`config.mk`:
```
export PLATFORM = sky130hd
export DESIGN_NAME = cpu
export DESIGN_NICKNAME = d
export VERILOG_FILES = /design/src/verilog/cpu_pkg.sv /design/src/verilog/decoder.sv /design/src/verilog/register_file.sv /design/src/verilog/hazard_unit.sv /design/src/verilog/execute.sv /design/src/verilog/pipe_reg.sv /design/src/verilog/cpu.sv
export VERILOG_INCLUDE_DIRS = /design/src /design/src/verilog
export SDC_FILE = /design/constraint.sdc
export NUM_CORES = 1
export LEC_CHECK = 0
export ABC_AREA = 1
export ABC_CLOCK_PERIOD_IN_PS = 4700
export BUFFER_PORTS_ARGS = -buffer_cell sky130_fd_sc_hd__buf_2
export CAP_MARGIN = 20
export CORE_MARGIN = 2
export CORE_UTILIZATION = 30
export CTS_CLUSTER_DIAMETER = 100
export DETAILED_ROUTE_END_ITERATION = 10
export PLACE_DENSITY = 0.5
export SYNTH_ARGS = -nofsm -noshare
export SYNTH_HDL_FRONTEND = slang
export SYNTH_SLANG_ARGS = --single-unit
```
`constraint.sdc`:
```
create_clock -name clk -period 4.7 [get_ports clk]
set_clock_uncertainty 0.05 [all_clocks]
set_input_delay 0.47 -clock clk [delete_from_list [all_inputs] [get_ports clk]]
set_output_delay 0.47 -clock clk [all_outputs]
set_load 0.05 [all_outputs]
```
`src/verilog/cpu_consts.svh`:
```
`ifndef CPU_CONSTS_SVH
`define CPU_CONSTS_SVH

`define WORD_W 16
`define REG_ADDR_W 2
`define REG_COUNT 4

// opcodes
`define OP_BNE 4'd0
`define OP_BEQ 4'd1
`define OP_ADI 4'd4
`define OP_LHI 4'd6
`define OP_LWD 4'd7
`define OP_SWD 4'd8
`define OP_JMP 4'd9
`define OP_NOP 4'd13
`define OP_RTYPE 4'd15

// function codes under OP_RTYPE
`define FN_ADD 6'd0
`define FN_SUB 6'd1
`define FN_AND 6'd2
`define FN_ORR 6'd3
`define FN_WWD 6'd28
`define FN_HLT 6'd29

`define INSTR_NOP 16'hd000

`define F_OP 15:12
`define F_RS 11:10
`define F_RT 9:8
`define F_RD 7:6
`define F_FN 5:0
`define F_IMM 7:0
`define F_TGT 11:0

`endif

```
`src/verilog/cpu_pkg.sv`:
```
`include "cpu_consts.svh"

package cpu_pkg;

	typedef logic [`WORD_W-1:0] word_t;
	typedef logic [`REG_ADDR_W-1:0] reg_addr_t;

	typedef enum logic [2:0] {
		ADD,
		SUB,
		AND,
		OR,
		LHI // immediate moved into the upper byte
	} alu_op_t;

	// all zeros is a bubble
	typedef struct packed {
		logic valid;
		alu_op_t alu_op;
		logic alu_src; // operand b from imm_ext
		logic mem_read;
		logic mem_write;
		logic reg_write;
		logic is_branch;
		logic branch_eq; // BEQ when set, BNE otherwise
		logic is_jump;
		logic is_wwd;
		logic is_hlt;
	} ctrl_t;

	typedef struct packed {
		ctrl_t ctrl;
		reg_addr_t rs;
		reg_addr_t rt;
		reg_addr_t dest;
		word_t imm_ext; // sign-extended, or the jump target field for JMP
	} decoded_t;

	typedef struct packed {
		ctrl_t ctrl;
		word_t pc;
		reg_addr_t rs;
		reg_addr_t rt;
		reg_addr_t dest;
		word_t rs_val;
		word_t rt_val;
		word_t imm_ext;
	} id_ex_t;

	typedef struct packed {
		ctrl_t ctrl;
		word_t alu_result;
		word_t store_data; // rs for WWD, rt otherwise
		reg_addr_t dest;
	} ex_mem_t;

	typedef struct packed {
		ctrl_t ctrl;
		word_t result;
		word_t wwd_data;
		reg_addr_t dest;
	} mem_wb_t;

	typedef enum logic [1:0] {
		REG,
		FROM_MEM,
		FROM_WB
	} fwd_sel_t;

endpackage

```
`src/verilog/decoder.sv`:
```
`timescale 1ns/1ns
`include "cpu_consts.svh"

module decoder import cpu_pkg::*; (
	input word_t instr,
	output decoded_t dec
);

	logic [3:0] opcode;
	logic [5:0] fn;

	assign opcode = instr[`F_OP];
	assign fn = instr[`F_FN];

	always_comb begin
		dec = '0;
		dec.rs = instr[`F_RS];
		dec.rt = instr[`F_RT];
		dec.dest = instr[`F_RD];
		dec.imm_ext = {{(`WORD_W-8){instr[7]}}, instr[`F_IMM]};

		case (opcode)
			`OP_RTYPE: begin
				case (fn)
					`FN_ADD, `FN_SUB, `FN_AND, `FN_ORR: begin
						dec.ctrl.valid = 1'b1;
						dec.ctrl.reg_write = 1'b1;
						dec.ctrl.alu_op = alu_op_t'({1'b0, fn[1:0]}); // fn order matches alu_op_t
					end
					`FN_WWD: begin
						dec.ctrl.valid = 1'b1;
						dec.ctrl.is_wwd = 1'b1;
					end
					`FN_HLT: begin
						dec.ctrl.valid = 1'b1;
						dec.ctrl.is_hlt = 1'b1;
					end
					default: dec.ctrl = '0;
				endcase
			end
			`OP_ADI, `OP_LHI, `OP_LWD: begin
				dec.ctrl.valid = 1'b1;
				dec.ctrl.alu_src = 1'b1;
				dec.ctrl.reg_write = 1'b1;
				dec.ctrl.mem_read = (opcode == `OP_LWD);
				dec.ctrl.alu_op = (opcode == `OP_LHI) ? LHI : ADD;
				dec.dest = instr[`F_RT];
			end
			`OP_SWD: begin
				dec.ctrl.valid = 1'b1;
				dec.ctrl.alu_src = 1'b1;
				dec.ctrl.mem_write = 1'b1;
			end
			`OP_BNE, `OP_BEQ: begin
				dec.ctrl.valid = 1'b1;
				dec.ctrl.is_branch = 1'b1;
				dec.ctrl.branch_eq = (opcode == `OP_BEQ);
			end
			`OP_JMP: begin
				dec.ctrl.valid = 1'b1;
				dec.ctrl.is_jump = 1'b1;
				dec.imm_ext = {{(`WORD_W-12){1'b0}}, instr[`F_TGT]}; // page bits added in EX
			end
			`OP_NOP: dec.ctrl = '0;
			default: dec.ctrl = '0; // unknown opcode
		endcase
	end

endmodule

```
`src/verilog/register_file.sv`:
```
`timescale 1ns/1ns
`include "cpu_consts.svh"

module register_file import cpu_pkg::*; (
	input logic clk,
	input logic reset,
	input reg_addr_t rs_addr,
	input reg_addr_t rt_addr,
	input logic wr_en,
	input reg_addr_t wr_addr,
	input word_t wr_data,
	output word_t rs_val,
	output word_t rt_val
);

	word_t regs [`REG_COUNT];

	always_ff @(posedge clk) begin
		if (reset) begin
			for (int i = 0; i < `REG_COUNT; i++) begin
				regs[i] <= '0;
			end
		end else if (wr_en) begin
			regs[wr_addr] <= wr_data;
		end
	end

	// WB and ID share a cycle, so the new value bypasses the array
	assign rs_val = (wr_en && wr_addr == rs_addr) ? wr_data : regs[rs_addr];
	assign rt_val = (wr_en && wr_addr == rt_addr) ? wr_data : regs[rt_addr];

endmodule

```
`src/verilog/hazard_unit.sv`:
```
`timescale 1ns/1ns

module hazard_unit import cpu_pkg::*; (
	input reg_addr_t id_rs,
	input reg_addr_t id_rt,
	input id_ex_t ex,
	input ex_mem_t mem,
	input mem_wb_t wb,
	output logic stall,
	output fwd_sel_t fwd_a,
	output fwd_sel_t fwd_b
);

	logic load_in_ex;

	assign load_in_ex = ex.ctrl.valid && ex.ctrl.mem_read;

	// loaded word is only available from WB, one cycle too late for EX
	assign stall = load_in_ex && (ex.dest == id_rs || ex.dest == id_rt);

	always_comb begin
		if (mem.ctrl.reg_write && mem.dest == ex.rs) begin
			fwd_a = FROM_MEM; // younger result wins
		end else if (wb.ctrl.reg_write && wb.dest == ex.rs) begin
			fwd_a = FROM_WB;
		end else begin
			fwd_a = REG;
		end

		if (mem.ctrl.reg_write && mem.dest == ex.rt) begin
			fwd_b = FROM_MEM;
		end else if (wb.ctrl.reg_write && wb.dest == ex.rt) begin
			fwd_b = FROM_WB;
		end else begin
			fwd_b = REG;
		end
	end

endmodule

```
`src/verilog/execute.sv`:
```
`timescale 1ns/1ns
`include "cpu_consts.svh"

module execute import cpu_pkg::*; (
	input id_ex_t ex,
	input word_t op_a,
	input word_t op_b,
	output ex_mem_t result,
	output logic redirect,
	output word_t target
);

	word_t alu_b;
	word_t alu_out;
	logic taken;

	assign alu_b = ex.ctrl.alu_src ? ex.imm_ext : op_b;

	always_comb begin
		case (ex.ctrl.alu_op)
			ADD: alu_out = op_a + alu_b;
			SUB: alu_out = op_a - alu_b;
			AND: alu_out = op_a & alu_b;
			OR: alu_out = op_a | alu_b;
			LHI: alu_out = {alu_b[7:0], 8'h00};
			default: alu_out = '0;
		endcase
	end

	assign taken = ex.ctrl.is_branch && ((op_a == op_b) == ex.ctrl.branch_eq);
	assign redirect = ex.ctrl.valid && (taken || ex.ctrl.is_jump);

	// JMP stays in the current 4K page
	assign target = ex.ctrl.is_jump ? {ex.pc[`WORD_W-1:12], ex.imm_ext[`F_TGT]}
		: ex.pc + word_t'(1) + ex.imm_ext;

	always_comb begin
		result.ctrl = ex.ctrl;
		result.alu_result = alu_out;
		result.store_data = ex.ctrl.is_wwd ? op_a : op_b;
		result.dest = ex.dest;
	end

endmodule

```
`src/verilog/pipe_reg.sv`:
```
`timescale 1ns/1ns

module pipe_reg #(
	parameter type payload_t = logic
) (
	input logic clk,
	input logic reset,
	input logic hold,
	input logic flush,
	input payload_t d,
	output payload_t q
);

	always_ff @(posedge clk) begin
		if (reset || flush) begin
			q <= '0; // bubble
		end else if (!hold) begin
			q <= d;
		end
	end

	// a stage is either kept or squashed, never both at once
	a_hold_flush: assert property (@(posedge clk) disable iff (reset) !(hold && flush));

endmodule

```
`src/verilog/cpu.sv`:
```
`timescale 1ns/1ns
`include "cpu_consts.svh"

module cpu import cpu_pkg::*; (
	input logic clk,
	input logic reset,
	output word_t instr_addr,
	input word_t instr_data,
	output logic data_read,
	output logic data_write,
	output word_t data_addr,
	output word_t data_wdata,
	input word_t data_rdata,
	output word_t output_port,
	output word_t num_inst,
	output logic is_halted
);

	word_t pc;
	word_t if_pc;
	word_t if_instr;
	logic halting;
	logic halted_q;
	logic stop;

	decoded_t dec;
	word_t rs_val;
	word_t rt_val;
	logic stall;
	fwd_sel_t fwd_a;
	fwd_sel_t fwd_b;
	word_t op_a;
	word_t op_b;
	logic redirect;
	word_t target;

	id_ex_t id_ex_d;
	id_ex_t ex_q;
	ex_mem_t ex_res;
	ex_mem_t mem_q;
	mem_wb_t mem_wb_d;
	mem_wb_t wb_q;

	// HLT in EX freezes fetch from then on
	assign stop = ex_q.ctrl.is_hlt || halting;
	assign instr_addr = pc;

	always_ff @(posedge clk) begin
		if (reset) begin
			pc <= '0;
			halting <= 1'b0;
		end else begin
			if (ex_q.ctrl.is_hlt)
				halting <= 1'b1;
			if (redirect)
				pc <= target;
			else if (!stall && !stop)
				pc <= pc + word_t'(1);
		end
	end

	always_ff @(posedge clk) begin
		if (reset || redirect || stop) begin
			if_pc <= '0;
			if_instr <= `INSTR_NOP;
		end else if (!stall) begin
			if_pc <= pc;
			if_instr <= instr_data;
		end
	end

	decoder u_decoder (
		.instr(if_instr),
		.dec(dec)
	);

	register_file u_regs (
		.clk(clk),
		.reset(reset),
		.rs_addr(dec.rs),
		.rt_addr(dec.rt),
		.wr_en(wb_q.ctrl.reg_write),
		.wr_addr(wb_q.dest),
		.wr_data(wb_q.result),
		.rs_val(rs_val),
		.rt_val(rt_val)
	);

	always_comb begin
		id_ex_d.ctrl = dec.ctrl;
		id_ex_d.pc = if_pc;
		id_ex_d.rs = dec.rs;
		id_ex_d.rt = dec.rt;
		id_ex_d.dest = dec.dest;
		id_ex_d.rs_val = rs_val;
		id_ex_d.rt_val = rt_val;
		id_ex_d.imm_ext = dec.imm_ext;
	end

	pipe_reg #(.payload_t(id_ex_t)) u_id_ex (
		.clk(clk),
		.reset(reset),
		.hold(1'b0),
		.flush(redirect || stall || stop), // load-use bubble or squash
		.d(id_ex_d),
		.q(ex_q)
	);

	hazard_unit u_hazard (
		.id_rs(dec.rs),
		.id_rt(dec.rt),
		.ex(ex_q),
		.mem(mem_q),
		.wb(wb_q),
		.stall(stall),
		.fwd_a(fwd_a),
		.fwd_b(fwd_b)
	);

	always_comb begin
		case (fwd_a)
			FROM_MEM: op_a = mem_q.alu_result;
			FROM_WB: op_a = wb_q.result;
			default: op_a = ex_q.rs_val;
		endcase
		case (fwd_b)
			FROM_MEM: op_b = mem_q.alu_result;
			FROM_WB: op_b = wb_q.result;
			default: op_b = ex_q.rt_val;
		endcase
	end

	execute u_execute (
		.ex(ex_q),
		.op_a(op_a),
		.op_b(op_b),
		.result(ex_res),
		.redirect(redirect),
		.target(target)
	);

	pipe_reg #(.payload_t(ex_mem_t)) u_ex_mem (
		.clk(clk),
		.reset(reset),
		.hold(1'b0),
		.flush(1'b0),
		.d(ex_res),
		.q(mem_q)
	);

	assign data_read = mem_q.ctrl.mem_read;
	assign data_write = mem_q.ctrl.mem_write;
	assign data_addr = mem_q.alu_result;
	assign data_wdata = mem_q.store_data;

	always_comb begin
		mem_wb_d.ctrl = mem_q.ctrl;
		mem_wb_d.result = mem_q.ctrl.mem_read ? data_rdata : mem_q.alu_result;
		mem_wb_d.wwd_data = mem_q.store_data;
		mem_wb_d.dest = mem_q.dest;
	end

	pipe_reg #(.payload_t(mem_wb_t)) u_mem_wb (
		.clk(clk),
		.reset(reset),
		.hold(1'b0),
		.flush(1'b0),
		.d(mem_wb_d),
		.q(wb_q)
	);

	always_ff @(posedge clk) begin
		if (reset) begin
			output_port <= '0;
			num_inst <= '0;
			halted_q <= 1'b0;
		end else begin
			if (wb_q.ctrl.is_wwd)
				output_port <= wb_q.wwd_data;
			if (wb_q.ctrl.valid)
				num_inst <= num_inst + word_t'(1); // bubbles never count
			if (wb_q.ctrl.is_hlt)
				halted_q <= 1'b1;
		end
	end

	assign is_halted = halted_q || wb_q.ctrl.is_hlt;

	// the load-use stall keeps a load address from being forwarded as data
	a_no_load_fwd: assert property (@(posedge clk) disable iff (reset)
		ex_q.ctrl.valid && (fwd_a == FROM_MEM || fwd_b == FROM_MEM) |-> !mem_q.ctrl.mem_read);

	// nothing fetched behind HLT ever retires
	a_halt_drain: assert property (@(posedge clk) disable iff (reset)
		halted_q |-> !wb_q.ctrl.valid);

endmodule

```
==> impl_metrics.yaml <==
outcome:
  status: "finished clean"
grt:
  grt_pass1_vias: 13756
  antenna_found_initial: 3
  grt_usage: 0.1972
  grt_overflow: 0
  grt_max_degree: 64
  grt_pass1_wl_um: 81430
hold_path:
  worst_hold_path.endpoint: "u_mem_wb.q[30]$_SDFF_PP0_"
  min-delay-start: "data_rdata[12]"
  hold_path.class: "in -> reg"
  whs_path_depth: 3
routing:
  firstDrtPassIters: 5
  drt-vias-per-instance: 4.982
  drc: 0
  vias: 14408
  wl_per_cell_um: 18.39
  antenna_left: 0
  routed_wl_um: 53190
  drtIter0Drc: 1095
sta:
  fin_crit_sh: 0.9346
  finalSetupViolations: 0
  relSlewSlack: 0.4251
  setup_ws_ns: 0.3075
  fin_crit_ns: 4.392
  fmax_mhz: 227.7
  tightest_slew_ns: 0.8615
  hold_viol_final: 0
  hold_ws_ns: 0.1089
  maxSlewViolCount: 0
synthesis:
  synth_edf_count: 64
  yosysSeqAreaShare: 0.4351
  synth_nets: 2168
  synthArstFlopShare: 0
  avgSynthCellArea_um2: 7.387
  synth_cell_types: 52
  ys.warnings.count: 0
  synth_seq_cells: 304
  syn_inst: 2093
  synthFlopType: "dfxtp_1"
  syn-cell-area_um2: 15460
cts:
  numCtsBuffers: 37
  htreeDepth: 2
  insertion_delay_ns: 0.55
  cts-hold-fix-buffers: 0
  clockBufferDepth: 3
  cts_tree: "yes"
  cts_root_buf: "clkbuf_16"
  clkTransAtPathRegs_ns: 0.06
  clock-sinks: 304
worst_setup_path:
  critPathLaunchType: "flop"
  critPathArrivalTime_ns: 4.73
  r2r_slack_ns: 0.31
  r2r-end: "u_ex_mem.q[33]$_SDFF_PP0_"
  critPathMaxFanout: 20
  cp.required_ns: 5.04
  crit_path_frequent_cell: "nand3_1"
  crit_path_max_incr_delay_ns: 0.36
  critPathCaptureType: "flop"
  reg2regPathDepth: 27
  worstReg2RegStart: "u_id_ex.q[50]$_SDFF_PP0_"
  crit_path_top_delay_cell: "ha_1"
  path_class: "reg -> reg"
power_and_ir_drop:
  p_leak_nw: 7.836
  worst_ir_drop_vdd_v: 0.0001809
  powerDensity_nw_per_um2: 394.3
  power_mw: 7.088
cells_and_area:
  final_cell_mix: "439 x nor2_1, 278 x nand2_1, 240 x dfxtp_1"
  final_common_cell: "nor2_1"
  area_growth_pct: 16.27
  final_nets: 2263
  drive_gt1_frac: 0.1257
  fin_cells: 2892
  n_antenna_cell: 0
floorplanning:
  start_util: 0.3026
  die_width_um: 231.0
  io_pins: 117
  dieArea_um2: 53370
  die_h_um: 231.0
  core_um2: 51090
  rows: 83
placement:
  hpwl_um: 39100
  place.gp.congestion: 0.9516
  place_ws_ns: 0.1851
  port_buffers: 116
  dp.cells: 2827
job:
  maxCapViolCount: 0
## how the worst max path moves through the flow
stage | start | to | slack, ns | cells after the start
after floorplan | u_mem_wb.q[0]$_SDFF_PP0_ | u_ex_mem.q[30]$_SDFF_PP0_ | 0.92 | 28
after global placement | u_mem_wb.q[0]$_SDFF_PP0_ | u_ex_mem.q[30]$_SDFF_PP0_ | 0.26 | 27
after detailed placement | u_mem_wb.q[0]$_SDFF_PP0_ | u_ex_mem.q[30]$_SDFF_PP0_ | 0.19 | 27
after CTS | u_mem_wb.q[0]$_SDFF_PP0_ | u_ex_mem.q[30]$_SDFF_PP0_ | 0.13 | 27
after global routing | u_id_ex.q[50]$_SDFF_PP0_ | u_ex_mem.q[33]$_SDFF_PP0_ | -0.07 | 27
final | u_id_ex.q[50]$_SDFF_PP0_ | u_ex_mem.q[33]$_SDFF_PP0_ | 0.31 | 27
## final cells by class
class | instances | area, µm²
clock buffers | 54 | 1082
clock inverters | 9 | 107.6
fillers | 5437 | 33120
inverters | 228 | 855.8
multi-input cells | 1439 | 7295
flip-flops and latches | 304 | 6726
well taps | 680 | 850.8
repair buffers | 178 | 1059
## logic make-up (layout without fill, tap and decap cells)
kind of cell,Yosys count,after routing,share of synthesized area
flip-flops,304,304,0.4351
buffers and inverters,350,469,0.09687
adder cells (fa/ha/maj),41,41,0.03415
multiplexers,1,1,0.0006474
AO/OA/AOI/OAI,433,433,0.1567
AND/OR/NAND/NOR,920,920,0.2517
XOR/XNOR,44,44,0.02493
## where the power goes
part	switching [mW]	internal (mW)
Combinational	0.892	0.389
Clock	1.13	1.70
Sequential	0.162	2.80
Total	2.19	4.90
## routing by layer
layer  track usage  up-vias  share of wire
met4       0.06048        4          0.026
met3       0.03174       99          0.063
met5             0        -        0.00045
li1              -     7055              -
met1        0.2624     6735           0.45
met2        0.3276      515           0.46
## synthesized netlist by cell type, types with 21 or more instances
cell | number | area, µm²
a21oi_1 | 107 | 535.5
buf_2 | 21 | 105.1
buf_4 | 34 | 255.2
clkbuf_1 | 58 | 217.7
dfxtp_1 | 240 | 4805
edfxtp_1 | 64 | 1922
ha_1 | 39 | 488.0
inv_1 | 208 | 780.8
nand2_1 | 278 | 1044
nand3_1 | 125 | 625.6
nand3b_1 | 24 | 180.2
nor2_1 | 439 | 1648
nor3_1 | 21 | 105.1
o21ai_0 | 216 | 1081
o221ai_1 | 32 | 280.3
o22ai_1 | 22 | 137.6
xor2_1 | 35 | 306.5
## timing repair
action / in CTS / in global routing
endpoints found under the setup margin: 0 / 8
resized for setup: 0 / 10
buffers inserted: 0 / 2
## critical path, delay by kind of cell, from the launching register on
family / cells / cell delay, ns
and+or+nand+nor: 13 / 1.71
AOI/OAI and AO/OA: 7 / 0.97
buffers and inverters: 5 / 0.69
adders and majority gates: 1 / 0.36
DFF: 1 / 0.34
xor gates and xnor gates: 1 / 0.09
## registers in the layout (all words and copies together), names as in the netlist
signal	cells
u_id_ex.q	80
halting	1
halted_q	1
instr_addr	16
u_mem_wb.q	38
u_ex_mem.q	40
num_inst	16
if_pc	16
u_regs.regs	64
output_port	16
if_instr	16
## metrics by stage
step           setup TNS, ns  instance area, µm²    util
2_1_floorplan              0               15460       -
3_3_place_gp               0               16740  0.3276
3_5_place_dp               0               16740  0.3276
4_1_cts                    0               17930  0.3508
5_1_grt             -0.08439               17980  0.3518
6_report                   0               17980  0.3518
Note: power is estimated with default switching activity, not from simulation.
